===== src/common/sram_pkg.sv =====
package sram_pkg;

  // Bus and storage widths.
  typedef logic [31:0] addr_t;
  typedef logic [31:0] word_t;
  typedef logic [3:0]  strb_t;
  typedef logic [1:0]  resp_t;
  typedef logic [7:0]  index_t;

  localparam int MEM_DEPTH = 256;

  localparam resp_t RESP_OKAY   = 2'b00;
  localparam resp_t RESP_SLVERR = 2'b10;

  // The shortest wait of a channel, in cycles.
  localparam int LAT_MIN = 2;
  // Adding this many random bits to LAT_MIN gives waits of 2 to 9 cycles.
  localparam int LAT_BITS = 3;

  localparam logic [7:0] LFSR_SEED = 8'b1010_1010;

  // Both channel engines step through these states.
  typedef enum logic [1:0] {
    IDLE,
    WAIT,
    RESP
  } chan_state_t;

endpackage


===== src/verilog/lfsr8.sv =====
`timescale 1ns/10ps

module lfsr8
  import sram_pkg::*;
(
  input  logic       clk,
  input  logic       rstn,
  output logic [7:0] value
);

  logic [7:0] state;
  logic       feedback;

  // Taps 8, 6, 5 and 4 give a maximal length sequence of 255 states.
  assign feedback = state[7] ^ state[5] ^ state[4] ^ state[3];

  always_ff @(posedge clk) begin
    if (rstn) begin
      state <= LFSR_SEED;
    end else begin
      state <= {state[6:0], feedback};
    end
  end

  assign value = state;

endmodule


===== config.mk =====
export PLATFORM = sky130hd
export DESIGN_NAME = lfsr8
export DESIGN_NICKNAME = d
export VERILOG_FILES = /design/src/common/sram_pkg.sv /design/src/verilog/lfsr8.sv
export SDC_FILE = /design/constraint.sdc
export NUM_CORES = 1
export LEC_CHECK = 0
export ABC_AREA = 1
export BUFFER_PORTS_ARGS = -buffer_cell sky130_fd_sc_hd__buf_2
export CORE_AREA = 2 2 39 41
export DETAILED_ROUTE_END_ITERATION = 8
export DIE_AREA = 0 0 41 43
export PLACE_DENSITY = 0.51
export SLEW_MARGIN = 5
export SYNTH_ARGS = -nofsm -noshare
export SYNTH_HDL_FRONTEND = slang
export SYNTH_SLANG_ARGS = --single-unit

===== constraint.sdc =====
create_clock -name clk -period 0.8 [get_ports clk]
set_input_delay 0.04 -clock clk [delete_from_list [all_inputs] [get_ports clk]]
set_output_delay 0.04 -clock clk [all_outputs]
set_load 0.01 [all_outputs]

# Yosys cells after proc, flatten, opt, wreduce, memory -nomap -nowiden
# Cells that the tools add are included.
# word_totals
output_inout_bits	8
inputBits	2
mem_bits_rw	0
ff_bits	8
mem_count	0
latchBits	0
mem_bits_ro	0
wordCells	4
# op_classes
n_eq_ne	0
magnitude_cmp	0
n_addsub	0
div_mod_pow	0
reduce_logical	0
shift	0
n_mux	0
multipliers	0
bitwise	3
# ops
op	count
1-bit XOR	3

# Depth between registers and ports, before layout
# depth
word_depth	3
depth_mapped	5
ltp_nobuf	5

# Least setup slack after synthesis
# OpenSTA, ideal clock, no wires.
# synth_timing
path_type	flip-flop to flip-flop
from	register state[4] (netlist: value[4])
to	register state[0] (netlist: value[0])
period_less_slack_ns	0.790
setup_slack_ns	0.010
t_required_ns	0.686
arrival_time_ns	0.676
path_buffers	0
path_stages_with_launch	6
setup_ns	0.114
cell_sequence	dfxtp_1 -> inv_1 -> nand2_1 -> nand2_1 -> nand2_1 -> a21oi_2
# synth_between
elab_chain_len	2
# synth_rtl
item	line	text
start: declaration	lfsr8.sv:11	logic [7:0] state;
start signal: assignment	lfsr8.sv:21	state <= {state[6:0], feedback};
1-bit XOR (2 in a row)	lfsr8.sv:15	assign feedback = state[7] ^ state[5] ^ state[4] ^ state[3];
# No other way between the ends.
# A chain may end at the register's enable or synchronous reset.

# Final worst setup path
# layout_timing
from	register state[4] (netlist: value[4])
to	output value[4]
# layout_lines
item	line	text
end: declaration	lfsr8.sv:8	output logic [7:0] value
# No word-level cell between the ends.

==> results.md <==
- Routed WL per cell: 8.02 um
- CTS tree: done
- Crit-path cells: buf_2
- Worst skew pair latency: 0.25 ns
- Num ports: 10
- Diode count: 0
- R2r worst-path depth: 5
- DP HPWL: 398 um
- Worst Min Path Start: rstn
- Worst Max-Slew Pin Slew: around 0.13 ns
- Syn_nets: 37
- Hold Fails Final Rpt: 0
- Worst r2r src: value[5]
- Yosys reg bits: 8
- Setup CP Type: reg2out
- Post-CTS Setup Inserts: 0
- Slowest stage delay, CP: roughly 0.35 ns
- Clock skew: between 0.0009 and 0.001 ns
- Post-Synthesis Cells: 35
- Fin util: 0.278
- Total GRT Usage: 0.0643
- DR pass1 iterations: 4
- Flop2flop setup slack: 0.05 ns
- Clock root buffer: clkbuf_4
- Finished Cell Area: approximately 380 um2
- Final period util: 0.973
- Max Freq: 1.29 GHz
- Share of layout cells above drive strength 1: 0.511
- CP Capture Type: output port
- Full die area: about 1800 um2
- Commonest non-fill, non-tap cell in the layout: nand2_1
- Ys Warns: 0
- First DRT Iteration DRCs: 5
- Setup TNS: 0 ns
- Final nets: approximately 50
- PortBufs: 9
- Avg Inst Size Synth: between 7 and 8 um2
- Hold Path End: value[0]
- Reg2Reg Capture Point: value[0]
- Overall power: between 0.8 and 0.9 mW
- Status: finished clean
- Buf/Inv on CP: 1
- FILL cells: ~160
- Die W: ~41 um
- CP top delay family: flip-flops
- Core Area: 1380 um2
- Max FO, Critical Path: 5
- Max FFs per register: 8
- Most frequent cells in the layout: nand2_1 (14), buf_2 (7), or2_2 (4), dfxtp_1 (4)
- CTS clk-pin slew, worst paths: ~0.05 ns
- Sequential area share after synthesis: 0.579
- # rows: 14
- Slowest-stage cell, CP: dfxtp_4
- Max Buffers Root-to-Sink: 2
- Crit path required time: ~0.76 ns
- Max cap viols: 0
- Drt total wl: 505 um
- Mapped Area: roughly 280 um2
- Largest net degree at the start of global routing: 9
- Final GP Congestion: 0.656
- Hold Path Class: in2reg
- First-pass GRT wire length: between 600 and 700 um
- Total congestion overflow: 0
- Detail Route Antenna Nets: 0
- Vias in the first global route: between 150 and 200
- Number of remaining DRC errors: 0
- Clock sinks: 8
- Max-Slew Margin vs Limit: 0.910
- Critical Path Start: value[4]
- Worst IR Drop VDD: ~0.00056 V
- Cts bufs inserted: 3
- Hold Path Cell Cnt: 2
- Lkg Pwr: ~0.21 nW
- Height of the chip: 43 um
- Synthesis-to-layout area growth: 38.9%
- Library cells used by synthesis: 7
- Final setup vio count: 0
- Total number of vias: 249
- Via density: 3.95
- Crit path DAT: 0.74 ns
- RSZ-0062 raised after global routing: yes
- Hold Buf Count CTS: 0
- Initial Util: 0.200
- Initial antenna violation count: 0
- Htree depth: 1
- Fin crit period: 0.778 ns
- Dpl cell area: 342 um2
- Setup crit start kind: flip-flop
- Pwr/cell area: about 2300 nW/um2
- Final Max Tran Viols: 0
[synthesized netlist by cell type]
library cell	instances	share of area
nand2_1	14	0.19
nor2_1	3	0.041
a21oi_2	1	0.032
or2_2	4	0.090
dfxtp_1	8	0.58
inv_2	1	0.014
inv_1	4	0.054
[per-layer routing]
| layer | vias to the layer above | part of all wire | track usage | routed length (um) |
|---|---|---|---|---|
| li1 | 126 | - | - | - |
| met1 | 109 | 0.38 | 0.0613 | 194 |
| met2 | 11 | 0.43 | 0.0844 | 219 |
| met3 | 3 | 0.14 | 0.0314 | 69 |
| met4 | 0 | 0.044 | 0.0800 | 22 |
| met5 | - | 0 | 0 | 0 |
[logic make-up after synthesis]
logic type,synth area share
and+or+nand+nor,0.321
DFF,0.579
buffers and inverters,0.0678
AOI/OAI and AO/OA,0.0317
[layout make-up]
type                       instances  area (um2)  area share
sequential                         8         168       0.436
multi-input combinational         22        97.6       0.254
timing repair buffer               9        57.6       0.150
clock buffer                       3        22.5      0.0586
tap                               16        20.0      0.0521
inverter                           5        18.8      0.0489
[worst max path at each step]
stage	endpoint	slack (ns)	depth (start not counted)
2_1_floorplan	value[0]	0.01	5
3_3_place_gp	value[0]	0.03	5
3_5_place_dp	value[0]	0.01	5
4_1_cts	value[0]	0.009	5
5_1_grt	value[4]	-0.01	1
6_report	value[4]	0.02	1
[where the power goes]
| group | internal (mW) | switching (mW) |
|---|---|---|
| Sequential | 0.433 | 0.0231 |
| Combinational | 0.0600 | 0.0629 |
| Clock | 0.172 | 0.137 |
| Total | 0.665 | 0.223 |
[through the flow]
step	instances	setup WS (ns)	hold slack (ns)
2_1_floorplan	35	0.0103	0.102
4_1_cts	63	0.00859	0.0374
6_report	63	0.0219	0.0363
3_3_place_gp	60	0.0296	0.300
5_1_grt	63	-0.0108	0.0538
3_5_place_dp	60	0.0119	0.304
[repair_timing]
action                                  4_1_cts  5_1_grt
endpoints found under the setup margin        5        4
endpoints found under the hold margin         0        0
gates resized for setup                       4        5
gates cloned                                  0        0
(Power assumes the default switching activity.)
