$ cat config.mk
export PLATFORM = sky130hd
export DESIGN_NAME = sram_read_port
export DESIGN_NICKNAME = d
export VERILOG_FILES = /design/src/common/sram_pkg.sv /design/src/sram/sram_read_port.sv
export SDC_FILE = /design/constraint.sdc
export NUM_CORES = 1
export LEC_CHECK = 0
export BUFFER_PORTS_ARGS = -buffer_cell sky130_fd_sc_hd__buf_2
export CORE_MARGIN = 2
export CORE_UTILIZATION = 30
export CTS_BUF_LIST = sky130_fd_sc_hd__clkbuf_8
export DETAILED_ROUTE_END_ITERATION = 10
export GPL_TIMING_DRIVEN = 0
export PLACE_DENSITY = 0.59
export SYNTH_ARGS = -nofsm -noshare
export SYNTH_HDL_FRONTEND = slang
export SYNTH_SLANG_ARGS = --single-unit
$ cat constraint.sdc
create_clock -name clk -period 3.2 [get_ports clk]
set_clock_uncertainty 0.15 [all_clocks]
set_input_delay 0.16 -clock clk [delete_from_list [all_inputs] [get_ports clk]]
set_output_delay 0.16 -clock clk [all_outputs]
set_load 0.05 [all_outputs]
$ cat src/common/sram_pkg.sv
package sram_pkg;

  // Bus and storage widths.
  typedef logic [31:0] addr_t;
  typedef logic [31:0] word_t;
  typedef logic [3:0]  strb_t;
  typedef logic [1:0]  resp_t;
  typedef logic [7:0]  index_t;

  localparam int MEM_DEPTH = 256;

  localparam resp_t RESP_OKAY   = 2'b00;
  localparam resp_t RESP_SLVERR = 2'b10;

  // The shortest wait of a channel, in cycles.
  localparam int LAT_MIN = 2;
  // Adding this many random bits to LAT_MIN gives waits of 2 to 9 cycles.
  localparam int LAT_BITS = 3;

  localparam logic [7:0] LFSR_SEED = 8'b1010_1010;

  // Both channel engines step through these states.
  typedef enum logic [1:0] {
    IDLE,
    WAIT,
    RESP
  } chan_state_t;

endpackage

$ cat src/sram/sram_read_port.sv
`timescale 1ns/10ps

module sram_read_port
  import sram_pkg::*;
(
  input  logic                clk,
  input  logic                rstn,
  input  logic [LAT_BITS-1:0] lfsr_bits,

  input  addr_t               araddr,
  input  logic                arvalid,
  output logic                arready,

  output word_t               rdata,
  output resp_t               rresp,
  output logic                rvalid,
  input  logic                rready,

  output index_t              rd_index,
  input  word_t               rd_word
);

  typedef logic [LAT_BITS:0] cnt_t;

  chan_state_t state;
  cnt_t        count;
  addr_t       raddr_q;
  logic        ar_hs;
  logic        r_hs;
  logic        expire;
  logic        in_range;

  assign arready = (state == IDLE);
  assign rvalid  = (state == RESP);

  assign ar_hs  = arvalid & arready;
  assign r_hs   = rvalid & rready;
  assign expire = (state == WAIT) && (count == cnt_t'(1));

  // Only 1 KiB is decoded. Bits 1..0 select a byte and are ignored.
  assign in_range = ~|raddr_q[31:10];
  assign rd_index = raddr_q[9:2];

  always_ff @(posedge clk) begin
    if (rstn) begin
      state <= IDLE;
      count <= '0;
    end else begin
      case (state)
        IDLE: begin
          if (ar_hs) begin
            state <= WAIT;
            count <= cnt_t'(LAT_MIN) + cnt_t'(lfsr_bits);
          end
        end
        WAIT: begin
          if (expire) begin
            state <= RESP;
          end else begin
            count <= count - cnt_t'(1);
          end
        end
        RESP: begin
          if (r_hs) state <= IDLE;  // Next address is accepted from here on.
        end
        default: state <= IDLE;
      endcase
    end
  end

  always_ff @(posedge clk) begin
    if (ar_hs) raddr_q <= araddr;
    if (expire) begin
      if (in_range) begin
        rdata <= rd_word;
        rresp <= RESP_OKAY;
      end else begin
        rdata <= '0;  // Out of range reads return zero.
        rresp <= RESP_SLVERR;
      end
    end
  end

endmodule

Yosys cells after proc, flatten, opt, wreduce, memory -nomap -nowiden
Cells that the tools add are included.

storage, ports and cells
  word-level logic and storage cells = 30
  output and inout port bits = 44
  register bits after elaboration = 72
  input port bits = 71

cells by class
  add/subtract/negate cells = 2
  reduce and logical (&&, ||, !) cells = 6
  equal/unequal tests = 7
  muxes and demuxes = 8
  bitwise operators = 2

operator list
  operator               number
  $reduce_or A22 Y1      1
  $mux W2                4
  $mux W4                2
  $pmux W4 S2            1
  $pmux W2 S3            1
  $reduce_and A3 Y1      2
  $add A2 B3 Y4 const A  1
  $eq A4 B1 Y1 const B   1
  $ne A2 B1 Y1 const B   2
  $ne A2 B2 Y1 const B   2
  $sub A4 B1 Y4 const B  1
  $and A1 B1 Y1          2
  $eq A2 B1 Y1 const B   1
  $eq A2 B2 Y1 const B   1
  $logic_not A2 Y1       1
  $reduce_bool A2 Y1     1
  $logic_and A1 B1 Y1    1

Longest topological paths before layout
  depth after elaboration = 4
  gate-level depth with buffers = 6
  depth with buffers taken out = 6

Worst setup path before layout
Ideal clock, no wire load.

  path kind = reg-to-reg
  start = register state[1]
  end = register rdata[0] (enable)
  slack = 0.018 ns
  library setup time = 0.445 ns
  buffers on the path = 1
  arrival = 2.587 ns
  required time = 2.605 ns
  clock period less this slack = 3.182 ns
  cell stages (with the launch flop) = 4
  cell sequence = dfxtp_1 -> nand2b_1 -> buf_2 -> nor4b_2

on the way
  longest elaborated chain between the ends = 2

RTL lines
  element                 line                  RTL
  from (decl)             sram_read_port.sv:25  chan_state_t state;
  from (signal assigned)  sram_read_port.sv:46  state <= IDLE;
  from (signal assigned)  sram_read_port.sv:52  state <= WAIT;
  from (signal assigned)  sram_read_port.sv:58  state <= RESP;
  $eq A2 B1 Y1            sram_read_port.sv:38  assign expire = (state == WAIT) && (count == cnt_t'(1));
  $logic_and A1 B1 Y1     sram_read_port.sv:38
  via expire              sram_read_port.sv:30  logic expire;
  to (signal assigned)    sram_read_port.sv:75  rdata <= rd_word;
  to (decl)               sram_read_port.sv:14  output word_t rdata,

The timed path passes the listed nets, and every way through them passes these cells.
A chain may end at the register's enable or synchronous reset.

Worst setup path after layout
  start = register state[1]
  end = register rdata[25] (enable)

Same word-level chain as after synthesis.

==> out/metrics.yaml <==
p_int_mw: 1.52
rrSetupSlack_ns: 0.96
path_delay_family: "simple AND/OR/NAND/NOR gates"
pre_cts_ws_ns: 0.921
min_path_type: "in2reg"
r2r_start: "state[1]$_SDFFE_PP0P_"
clockBufferDepth: 2
n_antenna_cell: 0
antenna_found_initial: 0
crit_slowest_cell: "nor4b_4"
post-route-period-util_pct: 70.1
wl_per_cell_um: 12.3
yosysTopAreaCell: "edfxtp_1"
grt_max_degree: 31
clock_sinks: 69
critPathLaunchType: "flop"
power_mw: 2.01
wl_met1_um: 2410
cts_buffers: 9
min_to: "count[1]$_SDFFE_PP0P_"
worstPathRequired_ns: 3.09
holdPathStages: 5
wl_met2_um: 2950
cp.arrival_ns: 2.13
crit_buf_inv: 3
grt_pass1_wl_um: 9300
drive_above_1_share_pct: 41.2
syn_nets: 238
setup_viol: 0
path_clk_slew_ns: 0.08
grt_pass1_vias: 1960
maxSlewHeadroom_pct: 14.9
totalWireLength_um: 5770
pwr-share-seq_pct: 52.3
synthesis.area_mm2: 0.00264
timing.fmax_mhz: 446
yosysUniqueCellTypes: 31
syn_to_final_growth_pct: 60.1
crit_path_end_kind: "flop"
drcViolationCount: 0
die_height_um: 97.9
cts_resized: 0
syn_avg_cell_area_um2: 16.1
routed.top_layer: "met4"
port_buffers: 111
rsz0062_at_grt: "false"
die_w_um: 97.9
yosysSeqAreaShare_pct: 76.1
setup_ws_ns: 0.956
cts_root_buf: "clkbuf_8"
clockPowerShare_pct: 34.7
switching_share_pct: 24.0
drt_iter0_markers: 42
cts_setup_buffers: 0
fin_crit_ns: 2.24
rr_worst_depth: 5
p_per_area_mw_per_mm2: 474
tightestPinTransition_ns: 1.28
finalInstanceArea_mm2: 0.00423
outcome: "complete, no violations"
synth_area_leaders: "edfxtp_1 72%, and2_1 8.0%, dfxtp_1 4.5%, buf_4 2.6%, ha_1 1.4%"
p_leak_nw: 1.84
wl_met3_um: 296
hold_viol_final: 0
r2r-end: "rdata[25]$_SDFFCE_PP0P_"
pin_count: 115
fp.coreArea_mm2: 0.00864
cts_tree: "done"
crit_top_cell: "buf_8"
dr.pass1.iters: 4
critPathKind: "reg2reg"
holdBufCountCts: 66
via_per_inst: 4.11
start_util_pct: 30.6
ys_warn_count: 0
crit_chain: "nand2b_1 > buf_2 > nor4b_4 > buf_8 > buf_8"
drv_slew: 0
synthCells: 164
dpl.hpwl_um: 3710
antenna_left: 0
cpPeakStageDelay_ns: 0.68
clk_latency_ns: 0.33
yosysTopAreaCellShare_pct: 71.6
switchingPower_mw: 0.482
path_max_fanout: 15
nNetsFinal: 428
synth-seq-cells: 69
grt_usage_pct: 12.6
gp_congestion: 0.796
peakVddDrop_mv: 0.243
power_frac_comb_pct: 13.1
htreeDepth: 3
vias: 1920
placed_cell_area_mm2: 0.00337
fp.dieArea_mm2: 0.00958
cap_violations: 0
min_from: "arvalid"
num_rows: 34
overflow: 0
==> sequential cells by signal, indices dropped and copies added, names as in the netlist <==
signal / count
rresp: 1
raddr_q: 30
rdata: 32
count: 4
state: 2
==> routing by layer <==
metal,vias up,track usage [%]
met5,-,0
met4,0,6.41
met3,10,3.01
met2,68,21.7
met1,883,14.5
li1,959,-
==> final cells by class <==
type                            instances  area, µm²
Fill cell                             778       4400
Sequential cell                        69       2010
Timing Repair Buffer                  179       1250
Multi-Input combinational cell         78        518
Tap cell                              108        135
Clock buffer                            9        124
Buffer                                 13        106
Clock inverter                          7       75.1
Inverter                                4       15.0
==> worst max-delay path by stage <==
stage	cells after the start	startpoint	slack [ns]	end
detailed placement	5	state[1]$_SDFFE_PP0P_	0.92	rdata[17]$_SDFFCE_PP0P_
floorplan	3	state[1]$_SDFFE_PP0P_	0.02	rdata[0]$_SDFFCE_PP0P_
finish	5	state[1]$_SDFFE_PP0P_	0.96	rdata[25]$_SDFFCE_PP0P_
CTS	5	state[1]$_SDFFE_PP0P_	0.90	rdata[1]$_SDFFCE_PP0P_
global route	5	state[1]$_SDFFE_PP0P_	0.80	rdata[25]$_SDFFCE_PP0P_
global placement	3	state[1]$_SDFFE_PP0P_	-0.95	rdata[17]$_SDFFCE_PP0P_
==> layout by cell type, fill, tap and decap left out, drive strengths merged <==
cell         netlist  layout
nand2b             2       2
nor4b              1       1
nand3              2       2
nor3b              1       1
o31ai              1       1
dlygate4sd3        0      66
a21oi              5       5
nor3               2       2
dfxtp              6       6
mux2i              1       1
o21ai              3       3
nand2              2       2
conb               1       1
clkinv             0       3
nor2               9       9
a211oi             1       1
or3                1       1
bufinv             0       1
edfxtp            63      63
clkbuf             0       9
nor4               5       5
a22oi              1       1
clkinvlp           0       2
buf               13     126
nor4bb             1       1
nor2b              1       1
inv                4       5
ha                 3       3
and2b              1       1
and2              34      34
==> synthesized netlist by cell type <==
cell,number
nor2_4,1
a22oi_1,1
mux2i_1,1
nand3_1,2
nor3_2,1
a21oi_1,5
conb_1,1
dfxtp_1,6
or3_4,1
a211oi_1,1
nand2b_1,2
and2_1,34
nor4bb_2,1
inv_2,1
o21ai_0,1
buf_6,3
nor3_1,1
ha_1,3
nor4b_2,1
and2b_2,1
nor2b_1,1
buf_2,1
o21ai_1,2
o31ai_1,1
buf_4,9
edfxtp_1,63
nor3b_1,1
inv_1,3
nand2_1,2
nor4_1,5
nor2_1,8
==> worst register-to-register path, cell delays in order, from the launching register on <==
cell and delay [ns]:
dfxtp_1 0.36, nand2b_1 0.15, buf_2 0.18, nor4b_4 0.69, buf_8 0.24, buf_8 0.18
==> stage by stage <==
| step | cells | hold WS [ns] | util (%) | setup TNS [ns] |
|---|---|---|---|---|
| after CTS | 467 | 0.146 | 49.0 | 0 |
| after detailed placement | 385 | 0.188 | 39.0 | 0 |
| after global routing | 467 | 0.179 | 49.0 | 0 |
| after floorplan | 164 | 0.0791 | - | 0 |
| after global placement | 383 | 0.187 | 38.6 | -32.20 |
| final | 467 | 0.165 | 49.0 | 0 |
==> kinds of logic after synthesis <==
kind of cell,share of synthesized area [%]
simple gates,15.0
other cells,0.142
fa+ha+maj,1.42
mux,0.379
compound gates,2.37
flops,76.1
buf+inv,4.59
==> power by group through the flow <==
stage	registers [mW]	logic [mW]	clock network, mW
after floorplan	1.08	0.108	0
after global placement	1.07	0.190	0
after detailed placement	1.07	0.199	0
after CTS	1.05	0.264	0.727
after global routing	1.05	0.287	0.755
final	1.05	0.262	0.695
(Power assumes the default switching activity.)
