--- src/common/sram_pkg.sv ---
package sram_pkg;

  // Bus and storage widths.
  typedef logic [31:0] addr_t;
  typedef logic [31:0] word_t;
  typedef logic [3:0]  strb_t;
  typedef logic [1:0]  resp_t;
  typedef logic [7:0]  index_t;

  localparam int MEM_DEPTH = 256;

  localparam resp_t RESP_OKAY   = 2'b00;
  localparam resp_t RESP_SLVERR = 2'b10;

  // The shortest wait of a channel, in cycles.
  localparam int LAT_MIN = 2;
  // Adding this many random bits to LAT_MIN gives waits of 2 to 9 cycles.
  localparam int LAT_BITS = 3;

  localparam logic [7:0] LFSR_SEED = 8'b1010_1010;

  // Both channel engines step through these states.
  typedef enum logic [1:0] {
    IDLE,
    WAIT,
    RESP
  } chan_state_t;

endpackage

--- src/sram/sram_write_port.sv ---
`timescale 1ns/10ps

module sram_write_port
  import sram_pkg::*;
(
  input  logic                clk,
  input  logic                rstn,
  input  logic [LAT_BITS-1:0] lfsr_bits,

  input  addr_t               awaddr,
  input  logic                awvalid,
  output logic                awready,

  input  word_t               wdata,
  input  strb_t               wstrb,
  input  logic                wvalid,
  output logic                wready,

  output resp_t               bresp,
  output logic                bvalid,
  input  logic                bready,

  output logic                wr_en,
  output index_t              wr_index,
  output word_t               wr_word,
  output strb_t               wr_strb
);

  typedef logic [LAT_BITS:0] cnt_t;

  chan_state_t state;
  cnt_t        count;
  logic        aw_held;
  logic        w_held;
  addr_t       waddr_q;
  word_t       wdata_q;
  strb_t       wstrb_q;
  logic        aw_hs;
  logic        w_hs;
  logic        b_hs;
  logic        both_held;
  logic        expire;
  logic        in_range;

  // Each ready drops on its own transfer and both come back with the response.
  assign awready = ~aw_held;
  assign wready  = ~w_held;
  assign bvalid  = (state == RESP);

  assign aw_hs = awvalid & awready;
  assign w_hs  = wvalid & wready;
  assign b_hs  = bvalid & bready;

  // True on the edge where the second half of the request arrives.
  assign both_held = (aw_hs | aw_held) & (w_hs | w_held);

  assign expire   = (state == WAIT) && (count == cnt_t'(1));
  assign in_range = ~|waddr_q[31:10];

  // The array commits on the same edge that raises bvalid.
  assign wr_en    = expire & in_range;
  assign wr_index = waddr_q[9:2];
  assign wr_word  = wdata_q;
  assign wr_strb  = wstrb_q;

  always_ff @(posedge clk) begin
    if (rstn) begin
      state   <= IDLE;
      count   <= '0;
      aw_held <= 1'b0;
      w_held  <= 1'b0;
    end else begin
      if (aw_hs) aw_held <= 1'b1;
      if (w_hs) w_held <= 1'b1;
      case (state)
        IDLE: begin
          if (both_held) begin
            state <= WAIT;
            count <= cnt_t'(LAT_MIN) + cnt_t'(lfsr_bits);
          end
        end
        WAIT: begin
          if (expire) begin
            state <= RESP;
          end else begin
            count <= count - cnt_t'(1);
          end
        end
        RESP: begin
          if (b_hs) begin
            state   <= IDLE;
            aw_held <= 1'b0;
            w_held  <= 1'b0;
          end
        end
        default: state <= IDLE;
      endcase
    end
  end

  always_ff @(posedge clk) begin
    if (aw_hs) waddr_q <= awaddr;
    if (w_hs) begin
      wdata_q <= wdata;
      wstrb_q <= wstrb;
    end
    if (expire) bresp <= in_range ? RESP_OKAY : RESP_SLVERR;
  end

endmodule

--- config.mk ---
export PLATFORM = sky130hd
export DESIGN_NAME = sram_write_port
export DESIGN_NICKNAME = d
export VERILOG_FILES = /design/src/common/sram_pkg.sv /design/src/sram/sram_write_port.sv
export SDC_FILE = /design/constraint.sdc
export NUM_CORES = 1
export LEC_CHECK = 0
export ABC_CLOCK_PERIOD_IN_PS = 4100
export BUFFER_PORTS_ARGS = -buffer_cell sky130_fd_sc_hd__buf_2
export CAP_MARGIN = 15
export CORE_MARGIN = 2
export CORE_UTILIZATION = 30
export DETAILED_ROUTE_END_ITERATION = 7
export PLACE_DENSITY = 0.64
export REMOVE_ABC_BUFFERS = 1
export SLEW_MARGIN = 25
export SYNTH_ARGS = -nofsm -noshare
export SYNTH_HDL_FRONTEND = slang
export SYNTH_SLANG_ARGS = --single-unit
--- constraint.sdc ---
create_clock -name clk -period 4.1 [get_ports clk]
set_input_delay 0.205 -clock clk [delete_from_list [all_inputs] [get_ports clk]]
set_output_delay 0.205 -clock clk [all_outputs]
set_load 0.02 [all_outputs]
=== Word-level counts from Yosys, hierarchy flattened ===
Cells that the tools add are included.
Widths: inputs -> output; s select.

* Register bits after elaboration: 78
* Input port bits: 76
* Output and inout bits: 50
* Logic and storage cells: 47

* Add/sub/neg operators: 2
* Equality and inequality tests: 7
* Multiplexer cells: 14
* Bitwise operators: 9
* Reduce and logical (&&, ||, !) cells: 7

{| class="wikitable"
|+ Operators with widths
! cell !! count
|-
| $reduce_or 22->1 || 1
|-
| $mux 2 || 4
|-
| $mux 4 || 2
|-
| $pmux 4 s2 || 1
|-
| $mux 1 || 6
|-
| $ne 2x2->1 const B || 3
|-
| $pmux 2 s3 || 1
|-
| $reduce_and 3->1 || 2
|-
| $and 1x1->1 || 5
|-
| $add 2x3->4 const A || 1
|-
| $eq 4x1->1 const B || 1
|-
| $sub 4x1->4 const B || 1
|-
| $eq 2x1->1 const B || 1
|-
| $eq 2x2->1 const B || 1
|-
| $logic_not 2->1 || 1
|-
| $ne 2x1->1 const B || 1
|-
| $not 1->1 || 2
|-
| $or 1x1->1 || 2
|-
| $reduce_bool 2->1 || 1
|-
| $logic_and 1x1->1 || 1
|-
| $logic_not 1->1 || 1
|}

=== Longest topological paths before layout ===
Gate-level depths: netlist (run 1).

* Word-level depth: 6
* Mapped depth: 6

=== Worst setup path after synthesis (run 1) ===
OpenSTA, ideal clock, no wires.

* Kind: reg2reg
* From: reg w_held
* To: reg wstrb_q[0], in the netlist wr_strb[0], enable pin
* Library setup time: 0.433 ns
* Arrival: 1.932 ns
* Required time: 3.667 ns
* Slack: 1.734 ns
* Cell stages (with the launch flop): 2
* Buffers on the path: 0
* Clock period less this slack: 2.366 ns
* Cell sequence: dfxtp_1 nor2b_1

* Word-level cells in the longest chain between the ends: 2

{| class="wikitable"
|+ RTL lines
! item !! line !! source
|-
| from (decl) || sram_write_port.sv:34 || <nowiki>logic w_held;</nowiki>
|-
| from (signal assigned) || sram_write_port.sv:71 || <nowiki>w_held <= 1'b0;</nowiki>
|-
| from (signal assigned) || sram_write_port.sv:74 || <nowiki>if (w_hs) w_held <= 1'b1;</nowiki>
|-
| from (signal assigned) || sram_write_port.sv:93 || <nowiki>w_held <= 1'b0;</nowiki>
|-
| $not 1->1 || sram_write_port.sv:47 || <nowiki>assign wready = ~w_held;</nowiki>
|-
| $and 1x1->1 || sram_write_port.sv:51 || <nowiki>assign w_hs = wvalid & wready;</nowiki>
|-
| named net w_hs || sram_write_port.sv:39 || <nowiki>logic w_hs;</nowiki>
|-
| to (signal assigned) || sram_write_port.sv:105 || <nowiki>wstrb_q <= wstrb;</nowiki>
|-
| to (decl) || sram_write_port.sv:37 || <nowiki>strb_t wstrb_q;</nowiki>
|}

The timed path passes the listed nets, and every way through them passes these cells.
A chain may end at the register's enable or synchronous reset.

=== Worst setup path after layout (run 1) ===
* From: reg waddr_q[14]
* To: out wr_en

* Word-level cells in the longest chain between the ends: 3

{| class="wikitable"
|+ RTL lines
! item !! line !! source
|-
| from (decl) || sram_write_port.sv:35 || <nowiki>addr_t waddr_q;</nowiki>
|-
| from (signal assigned) || sram_write_port.sv:102 || <nowiki>if (aw_hs) waddr_q <= awaddr;</nowiki>
|-
| $reduce_or 22->1 || sram_write_port.sv:58 || <nowiki>assign in_range = ~|waddr_q[31:10];</nowiki>
|-
| $logic_not 1->1 || sram_write_port.sv:58 ||
|-
| $and 1x1->1 || sram_write_port.sv:61 || <nowiki>assign wr_en = expire & in_range;</nowiki>
|-
| to (decl) || sram_write_port.sv:23 || <nowiki>output logic wr_en,</nowiki>
|}

Every way passes these cells.

==> impl_metrics.csv, run 1 <==
group,metric,value,unit
setup_path,worstReg2RegStart,"waddr_q[14]",
floorplan,rows,33,
timing,setup_violations,0,
route,routed_via_density,4.28,
timing,timing_worst_slew_pin_value,980,ps
clocking,htree_levels,3,
clocking,clk_latency,340,ps
grt,grt_usage,10.6,%
setup_path,worstReg2RegEnd,"bresp[1]",
timing,worst_slew_margin_rel,34.5,%
finish,n_antenna_cell,0,
power_and_ir_drop,clkPwrFrac,33.7,%
setup_path,path_max_fanout,2,
clocking,clock_path_buffers,2,
clocking,clk_pin_slew_worst_paths,80,ps
timing,rsz0062_at_grt,"no",
floorplan,die-area,0.00939,mm²
timing,timing.fmax,460,MHz
setup_path,startpoint,"waddr_q[14]",
finish,finish.net_count,342,
power_and_ir_drop,p_sw_share,23.5,%
timing,slew_violations,0,
power_and_ir_drop,power.density,465,mW/mm²
route,vias,1598,
power_and_ir_drop,peakVddDrop,0.221,mV
logic_synthesis,ys_ff_latch,75,
setup_path,end_kind,"output port",
grt,grt_max_degree,37,
setup_path,cp-endpoint,"wr_en",
logic_synthesis,synth_largest_area_cell,"edfxtp_1",
power_and_ir_drop,p_comb_share,10.3,%
floorplan,start_util,31.2,%
logic_synthesis,ys_warn_count,0,
setup_path,cpPeakStageDelay,530,ps
grt,grt_antenna_before_repair,0,
setup_path,reg2regPathDepth,2,
logic_synthesis,synth_top_cell_area_share,77.7,%
power_and_ir_drop,p_seq_share,56.0,%
clocking,numCtsBuffers,9,
power_and_ir_drop,p_switching,380,µW
floorplan,design.portCount,126,
setup_path,crit_type,"register to output port",
floorplan,die_w,96.9,µm
logic_synthesis,synth_area_per_cell,18.5,µm²
grt,grt_pass1_vias,1576,
clocking,clock_sinks,75,
logic_synthesis,syn_area,0.00259,mm²
route,m1WireLength,2160,µm
clocking,cts_resized,0,
logic_synthesis,synthTopCellsByArea,"edfxtp_1 (78%), dfxtp_1 (6.2%), buf_4 (2.6%)",
route,wl_per_cell,13.1,µm
timing,tns,0,ps
power_and_ir_drop,power.internal,1230,µW
logic_synthesis,ys_seq_area_share,83.9,%
worst_hold_path,hold_class,"input pin to register",
route,met3_length,448,µm
flow_run,cap_violations,0,
timing,fin_hold_ws,36.2,ps
clocking,postCtsSetupBuffers,0,
placement,gp_congestion,0.787,
placement,port_buffers,122,
route,ant_nets,0,
finish,syn_to_final_growth,33.8,%
clocking,cts_tree,"yes",
logic_synthesis,syn_inst,140,
logic_synthesis,netlist-cell-type-count,28,
power_and_ir_drop,p_leak,0.00142,µW
setup_path,worstPathArrival,1970,ps
timing,final.period_utilization,53.0,%
route,highest_layer,"met4",
finish,drive_gt1_share,53.4,%
floorplan,die_h,96.9,µm
setup_path,crit_path_cell_trace,"or4_1 > or4_4 > nor2_2 > buf_2",
route,drt-initial-drc-count,23,
setup_path,r2r_slack,2460,ps
route,post-route-drc-count,0,
timing,period_needed,2170,ps
setup_path,start_kind,"register",
route,finalWirelength,4880,µm
floorplan,coreArea,0.00830,mm²
setup_path,slowest_stage,"or4_1",
status,outcome,"finished clean",
clocking,ctsHoldBuffers,0,
timing,skew,3.65,ps
grt,grt-ovfl-total,0,
placement,dp_hpwl,3680,µm
clocking,root_buffer,"clkbuf_8",
timing,hold_viol_final,0,
setup_path,cp.required,3890,ps
route,firstDrtPassIters,4,
route,met2_length,2250,µm
grt,grt_pass1_wl,7690,µm
-- layout by cell type, fill, tap and decap left out, types with 2 or more instances in the layout --
cell type,instances
a211oi_1,3
nor2b_1,2
and2_1,2
nand2b_1,4
edfxtp_1,67
ha_1,3
nand2_1,2
inv_1,5
o21ai_0,4
nor3b_1,2
a21oi_1,6
clkinv_1,2
nor4_1,4
dfxtp_1,8
buf_2,122
nor2_1,4
clkbuf_8,9
-- cell usage after synthesis --
cell / count
nor3b_1: 2
conb_1: 1
nand2_1: 2
edfxtp_1: 67
nor3_1: 1
nand2b_1: 4
a211oi_1: 3
o32a_1: 1
dfxtp_1: 8
buf_1: 1
and2_1: 2
ha_1: 3
nand4_1: 1
nor4_1: 4
nor2_2: 1
a21oi_1: 6
nor2_1: 4
inv_1: 5
o21ai_0: 4
mux2i_1: 1
or4_4: 1
buf_4: 9
or2_2: 1
o32ai_2: 1
nor2b_1: 4
clkbuf_1: 1
or3_1: 1
or4_1: 1
-- power by group through the flow --
stage	Sequential (µW)	Clock (µW)	Combinational [µW]
finish	903	544	166
global route	908	600	182
CTS	903	568	170
detailed placement	921	0	169
global placement	919	0	166
floorplan	952	0	60.1
-- worst min path at each step --
stage,startpoint,slack (ps),depth (start not counted),end
2_1_floorplan,rstn,270,1,count[1]
3_3_place_gp,wdata[7],380,1,wr_word[7]
3_5_place_dp,awaddr[16],380,1,waddr_q[16]
4_1_cts,awaddr[5],10,1,waddr_q[5]
5_1_grt,awaddr[6],2,1,waddr_q[6]
6_report,awaddr[3],40,1,waddr_q[3]
-- flip-flops by register name (all words and copies together), names as in the netlist --
name     cells
bresp        1
aw_held      1
state        2
wr_word     32
w_held       1
waddr_q     30
wr_strb      4
count        4
-- cells by family (layout without fill, tap and decap cells) --
kind of cell / count (synthesis) / after routing / share of synthesized area, %
simple gates: 29 / 29 / 6.71
compound gates: 15 / 15 / 3.82
mux: 1 / 1 / 0.386
fa+ha+maj: 3 / 3 / 1.45
other cells: 1 / 1 / 0.145
buf+inv: 16 / 144 / 3.62
flops: 75 / 75 / 83.9
-- layout make-up --
| class | instances | area (µm²) |
|---|---|---|
| Sequential cell | 75 | 2170 |
| Fill cell | 783 | 4830 |
| Clock buffer | 9 | 124 |
| Multi-Input combinational cell | 49 | 334 |
| Tap cell | 105 | 131 |
| Inverter | 5 | 18.8 |
| Clock inverter | 7 | 67.6 |
| Timing Repair Buffer | 123 | 618 |
-- metal layers --
| layer | vias to the layer above | global-route usage, % |
|---|---|---|
| met1 | 736 | 13.1 |
| met5 | - | 0 |
| met2 | 96 | 15.6 |
| li1 | 764 | - |
| met3 | 2 | 6.00 |
| met4 | 0 | 3.90 |
-- worst max-delay path: cells and delay by family, from the launching register on --
kind | cells | cell delay (ps)
buffers and inverters | 1 | 170
and+or+nand+nor | 3 | 1110
DFF | 1 | 350
-- through the flow --
stage | setup WS, ps | cell area (µm²) | power (µW) | cells | util (%)
after floorplan | 1730 | 2510 | 1010 | 129 | -
after global placement | 2290 | 3270 | 1080 | 357 | 39.5
after detailed placement | 2280 | 3270 | 1090 | 357 | 39.5
after CTS | 1890 | 3470 | 1640 | 373 | 41.8
after global routing | 1770 | 3470 | 1690 | 373 | 41.8
final | 1930 | 3470 | 1610 | 373 | 41.8
Note: power is estimated with default switching activity, not from simulation.
==> run 2: changes to the inputs <==
- ABC_AREA: default -> 1
- ABC_CLOCK_PERIOD_IN_PS: 4100 -> 1900
- PLACE_DENSITY: 0.64 -> 0.66
- clock period: 4.1 -> 1.9 ns (I/O delays scaled with it)
==> run 2 against run 1 <==
Against the previous run: sequential power rose by 120%; first-iteration DRC count rose by 78%; critical path depth rose by 1; total power rose by 140%.
==> impl_metrics.csv, run 2 <==
group,metric,value,unit
logic_synthesis,synth_largest_area_cell,"edfxtp_1",
logic_synthesis,ys_ff_latch,75,
timing,hold_viol_final,0,
placement,gp_congestion,0.733,
floorplan,design.portCount,126,
placement,port_buffers,122,
finish,largest_reg_flops,32,
timing,skew,13.7,ps
flow_run,cap_violations,0,
clocking,clock_path_buffers,2,
logic_synthesis,yosys_most_used_dff,"edfxtp_1",
floorplan,die_w,98.2,µm
grt,grt_pass1_vias,1984,
route,ant_nets,0,
placement,dp_hpwl,3690,µm
setup_path,r2r_slack,630,ps
power_and_ir_drop,p_switching,900,µW
power_and_ir_drop,p_sw_share,23.6,%
clocking,root_buffer,"clkbuf_8",
grt,grt-ovfl-total,0,
finish,syn_to_final_growth,59.9,%
worst_hold_path,hold_class,"input pin to register",
timing,period_needed,1650,ps
power_and_ir_drop,power,3810,µW
timing,final.period_utilization,86.9,%
floorplan,coreArea,0.00868,mm²
timing,rsz0062_at_grt,"no",
setup_path,worstReg2RegEnd,"count[2]",
grt,grt_pass1_wl,9000,µm
logic_synthesis,netlist-cell-type-count,22,
power_and_ir_drop,p_comb_share,13.4,%
logic_synthesis,ys_warn_count,0,
logic_synthesis,synth_area_per_cell,16.0,µm²
floorplan,rows,34,
finish,utilization,49.0,%
clocking,cts_resized,0,
finish,n_antenna_cell,0,
worst_hold_path,hold_path_end,"state[1]",
power_and_ir_drop,clkPwrFrac,35.2,%
finish,layout_commonest_cell,"buf_2",
logic_synthesis,synthTopCellsByArea,"edfxtp_1 (76%), dfxtp_1 (6.0%), nor2_1 (3.2%)",
setup_path,cp.required,1800,ps
timing,timing.fmax,606,MHz
setup_path,worstPathArrival,1560,ps
timing,slew_violations,0,
floorplan,die_h,98.2,µm
floorplan,die-area,0.00964,mm²
logic_synthesis,synth_edf_count,67,
clocking,postCtsSetupBuffers,0,
clocking,clock_sinks,75,
route,routed_via_density,4.06,
clocking,clk_pin_slew_worst_paths,80,ps
finish,finish.net_count,438,
logic_synthesis,synthTopCellsByCount,"edfxtp_1 (67), nor2_1 (23), nand2_1 (16)",
setup_path,reg2regPathDepth,7,
worst_hold_path,hp-start,"bready",
grt,grt_usage,12.0,%
logic_synthesis,synth.most_common_cell,"edfxtp_1",
route,drt-initial-drc-count,41,
worst_hold_path,hold_depth,4,
route,vias,1918,
power_and_ir_drop,power.density,894,mW/mm²
logic_synthesis,syn_area,0.00266,mm²
setup_path,slowest_stage,"edfxtp_1",
finish,fillerInstances,757,
power_and_ir_drop,power.internal,2910,µW
setup_path,worstReg2RegStart,"count[0]",
power_and_ir_drop,p_seq_share,51.4,%
logic_synthesis,syn_inst,166,
floorplan,start_util,30.7,%
setup_path,cpPeakStageDelay,370,ps
route,finalWirelength,5710,µm
power_and_ir_drop,p_leak,0.00179,µW
clocking,numCtsBuffers,9,
clocking,clk_latency,340,ps
logic_synthesis,async_flop_share,0,%
setup_path,crit_type,"register to output port",
placement,place_area,0.00336,mm²
finish,multiInputGateArea,378,µm²
route,wl_per_cell,12.1,µm
clocking,cts_tree,"yes",
setup_path,path_max_fanout,2,
finish,stdcell_area,0.00426,mm²
route,post-route-drc-count,0,
timing,setup_violations,0,
setup_path,start_kind,"register",
power_and_ir_drop,peakVddDrop,0.349,mV
grt,grt_max_degree,37,
finish,regArea,0.00217,mm²
setup_path,crit_path_cell_trace,"or2_1 > nor3_2 > nand4_2 > nor2_2 > buf_2",
status,outcome,"finished clean",
finish,drive_gt1_share,41.8,%
finish,final_cell_mix,"buf_2 (122), edfxtp_1 (67), dlygate4sd3_1 (67), nor2_1 (21), nand2_1 (16)",
logic_synthesis,ys_seq_area_share,81.6,%
route,firstDrtPassIters,4,
grt,grt_antenna_before_repair,0,
clocking,htree_levels,3,
setup_path,end_kind,"output port",
logic_synthesis,synth_top_cell_area_share,75.6,%
[run 2: logic make-up (layout without fill, tap and decap cells)]
| group | count (synthesis) | count (layout) | share of synthesized area, % |
|---|---|---|---|
| other | 1 | 1 | 0.141 |
| AND/OR/NAND/NOR | 56 | 56 | 10.4 |
| flip-flops | 75 | 75 | 81.6 |
| adder cells (fa/ha/maj) | 3 | 3 | 1.41 |
| buffers and inverters | 22 | 220 | 4.56 |
| AO/OA/AOI/OAI | 9 | 9 | 1.83 |
[run 2: per-layer routing]
metal / up-vias / GRT usage [%] / routed length, µm
met1: 873 / 13.1 / 2290
met4: 0 / 4.53 / 44
met2: 87 / 21.4 / 2940
met3: 4 / 3.94 / 439
li1: 954 / - / -
met5: - / 0 / 0
[run 2: area by class of cell]
| cell class | count | area share, % |
|---|---|---|
| sequential | 75 | 51.0 |
| inverter | 13 | 1.26 |
| clock buffer | 9 | 2.91 |
| tap | 108 | 3.17 |
| multi-input combinational | 69 | 8.88 |
| clock inverter | 7 | 2.29 |
| timing repair buffer | 191 | 30.5 |
[run 2: power groups by stage]
stage | clock (µW) | sequential [µW] | combinational [µW]
after global placement | 0 | 1990 | 397
after CTS | 1400 | 1960 | 511
after detailed placement | 0 | 1990 | 403
after floorplan | 0 | 2060 | 166
after global routing | 1470 | 1970 | 564
final | 1340 | 1960 | 509
[run 2: timing repair]
item,4_1_cts,5_1_grt
endpoints found under the setup margin,0,0
hold buffers,67,0
hold endpoints to repair,69,0
[run 2: worst max path at each step]
stage | from | end | cells past startpoint
floorplan | w_held | wr_strb[0] | 1
global placement | waddr_q[17] | wr_en | 5
detailed placement | waddr_q[19] | wr_en | 5
CTS | waddr_q[19] | wr_en | 5
global route | waddr_q[19] | wr_en | 5
finish | waddr_q[19] | wr_en | 5
[run 2: through the flow]
stage	hold slack [ps]	cells	TNS, ps	setup slack, ps
3_3_place_gp	272	389	0	611
3_5_place_dp	273	389	0	580
2_1_floorplan	157	157	-15730	-356
4_1_cts	28.8	472	0	185
5_1_grt	39.1	472	0	109
6_report	44.5	472	0	249
[run 2: critical path, delay by kind of cell (launching register included)]
family	cells	cell delay [ps]
simple gates	4	680
flops	1	370
buf+inv	1	170
==> run 3: changes to the inputs <==
- REMOVE_ABC_BUFFERS: 1 -> default
==> run 3 against run 2 <==
Against the previous run: total power is 3.1% lower; wire length is 5.7% higher; utilization is 0.25 points lower; cell count stayed put; die area stayed put; sequential power hardly changed; clock-buffer cell count stayed put; maximum frequency is 1.4% higher; register-to-register slack worse by 40 ps; largest cell class unchanged.
==> impl_metrics.csv, run 3 (synthesized netlist as in run 2, its figures left out) <==
group,metric,value,unit
finish,finalNonFillerCells,472,
clocking,clk_pin_slew_worst_paths,80,ps
route,drt-initial-drc-count,46,
clocking,numCtsBuffers,9,
timing,setup_ws,271,ps
finish,drive_gt1_share,41.8,%
floorplan,die_w,98.2,µm
clocking,root_buffer,"clkbuf_8",
power_and_ir_drop,power.density,871,mW/mm²
finish,layout_commonest_cell,"buf_2",
setup_path,startpoint,"waddr_q[19]",
finish,finish.net_count,438,
power_and_ir_drop,p_sw_share,24.8,%
route,firstDrtPassIters,4,
grt,grt_pass1_wl,9490,µm
setup_path,worstReg2RegStart,"count[0]",
route,routed_via_density,4.13,
power_and_ir_drop,power.internal,2770,µW
floorplan,design.portCount,126,
worst_hold_path,hp-start,"bready",
route,wl_per_cell,12.8,µm
timing,period_needed,1630,ps
clocking,clock_sinks,75,
route,post-route-drc-count,0,
route,ant_nets,0,
grt,grt_antenna_before_repair,0,
setup_path,start_kind,"register",
route,finalWirelength,6040,µm
flow_run,cap_violations,0,
power_and_ir_drop,p_switching,913,µW
power_and_ir_drop,p_seq_share,53.0,%
finish,fillerInstances,771,
timing,hold_viol_final,0,
grt,grt_pass1_vias,2027,
finish,largest_reg_flops,32,
floorplan,start_util,30.7,%
route,vias,1948,
floorplan,coreArea,0.00868,mm²
grt,grt_max_degree,37,
finish,n_antenna_cell,0,
finish,syn_to_final_growth,59.1,%
placement,gp_congestion,0.796,
finish,final_cell_mix,"buf_2 (122), edfxtp_1 (67), dlygate4sd3_1 (67), nor2_1 (21), nand2_1 (16)",
status,outcome,"finished clean",
floorplan,rows,34,
logic_synthesis,syn_nets,245,
timing,timing.fmax,614,MHz
placement,port_buffers,122,
placement,placedCellCount,389,
power_and_ir_drop,clkPwrFrac,33.0,%
floorplan,die-area,0.00964,mm²
finish,utilization,48.8,%
power_and_ir_drop,peakVddDrop,0.307,mV
timing,tns,0,ps
setup_path,cp.required,1800,ps
timing,final.period_utilization,85.7,%
clocking,htree_levels,3,
timing,rsz0062_at_grt,"no",
clocking,cts_tree,"yes",
setup_path,end_kind,"output port",
setup_path,crit_type,"register to output port",
setup_path,worstPathArrival,1530,ps
floorplan,die_h,98.2,µm
placement,dp_hpwl,3680,µm
timing,setup_violations,0,
power_and_ir_drop,p_comb_share,13.9,%
timing,slew_violations,0,
clocking,clock_path_buffers,2,
setup_path,path_max_fanout,2,
worst_hold_path,hold_class,"input pin to register",
grt,grt_usage,12.9,%
clocking,clk_latency,340,ps
placement,dp_slack,594,ps
timing,fin_hold_ws,40.4,ps
grt,grt-ovfl-total,0,
power_and_ir_drop,p_leak,0.00178,µW
timing,skew,11.1,ps
==> run 3: cell types whose count changed in the layout (fill, tap and decap cells not counted), sizes merged <==
cell	change
clkinv	+2
bufinv	-1
inv	-1
==> run 3: metrics by stage <==
| step | instance area (µm²) | total power, µW |
|---|---|---|
| floorplan | 2670 | 2240 |
| global placement | 3360 | 2390 |
| detailed placement | 3360 | 2400 |
| CTS | 4240 | 3740 |
| global route | 4240 | 3870 |
| finish | 4240 | 3690 |
==> run 3: power by group through the flow <==
stage | Clock, µW | Combinational (µW) | Sequential (µW)
final | 1220 | 514 | 1960
after global routing | 1340 | 565 | 1970
after CTS | 1270 | 518 | 1950
after detailed placement | 0 | 409 | 1990
after global placement | 0 | 399 | 1990
after floorplan | 0 | 194 | 2050
==> run 3: worst max-delay path, stage by stage (launching register included) <==
cell and delay [ps]:
edfxtp_1 360, or2_1 240, nor3_2 200, nand4_2 130, nor2_2 100, buf_2 160
==> run 3: timing repair <==
action / 4_1_cts / 5_1_grt
hold buffers: 67 / 0
setup buffers: 0 / 0
gates resized for setup: 0 / 0
endpoints found under the setup margin: 0 / 0
hold endpoints to repair: 69 / 0
==> run 3: final timing paths <==
path	endpoint	slack [ps]	depth (start not counted)
min reg2reg	count[3]	510	2
min	state[1]	40	4
max	wr_en	270	5
max reg2reg	count[2]	590	7
==> run 3: metal layers <==
| metal | GRT usage [%] | up-vias | share of wire (%) |
|---|---|---|---|
| li1 | - | 953 | - |
| met1 | 13.4 | 910 | 38 |
| met2 | 23.7 | 74 | 54 |
| met3 | 4.01 | 11 | 5.5 |
| met4 | 5.58 | 0 | 2.3 |
| met5 | 0 | - | 0 |
==> run 3: area by class of cell <==
class                      count  area, µm²  area share (%)
clock buffer                   9        124            2.92
inverter                      13       53.8            1.27
multi-input combinational     69        378            8.92
tap                          108        135            3.19
sequential                    75       2170            51.3
timing repair buffer         191       1300            30.6
clock inverter                 7       76.3            1.80
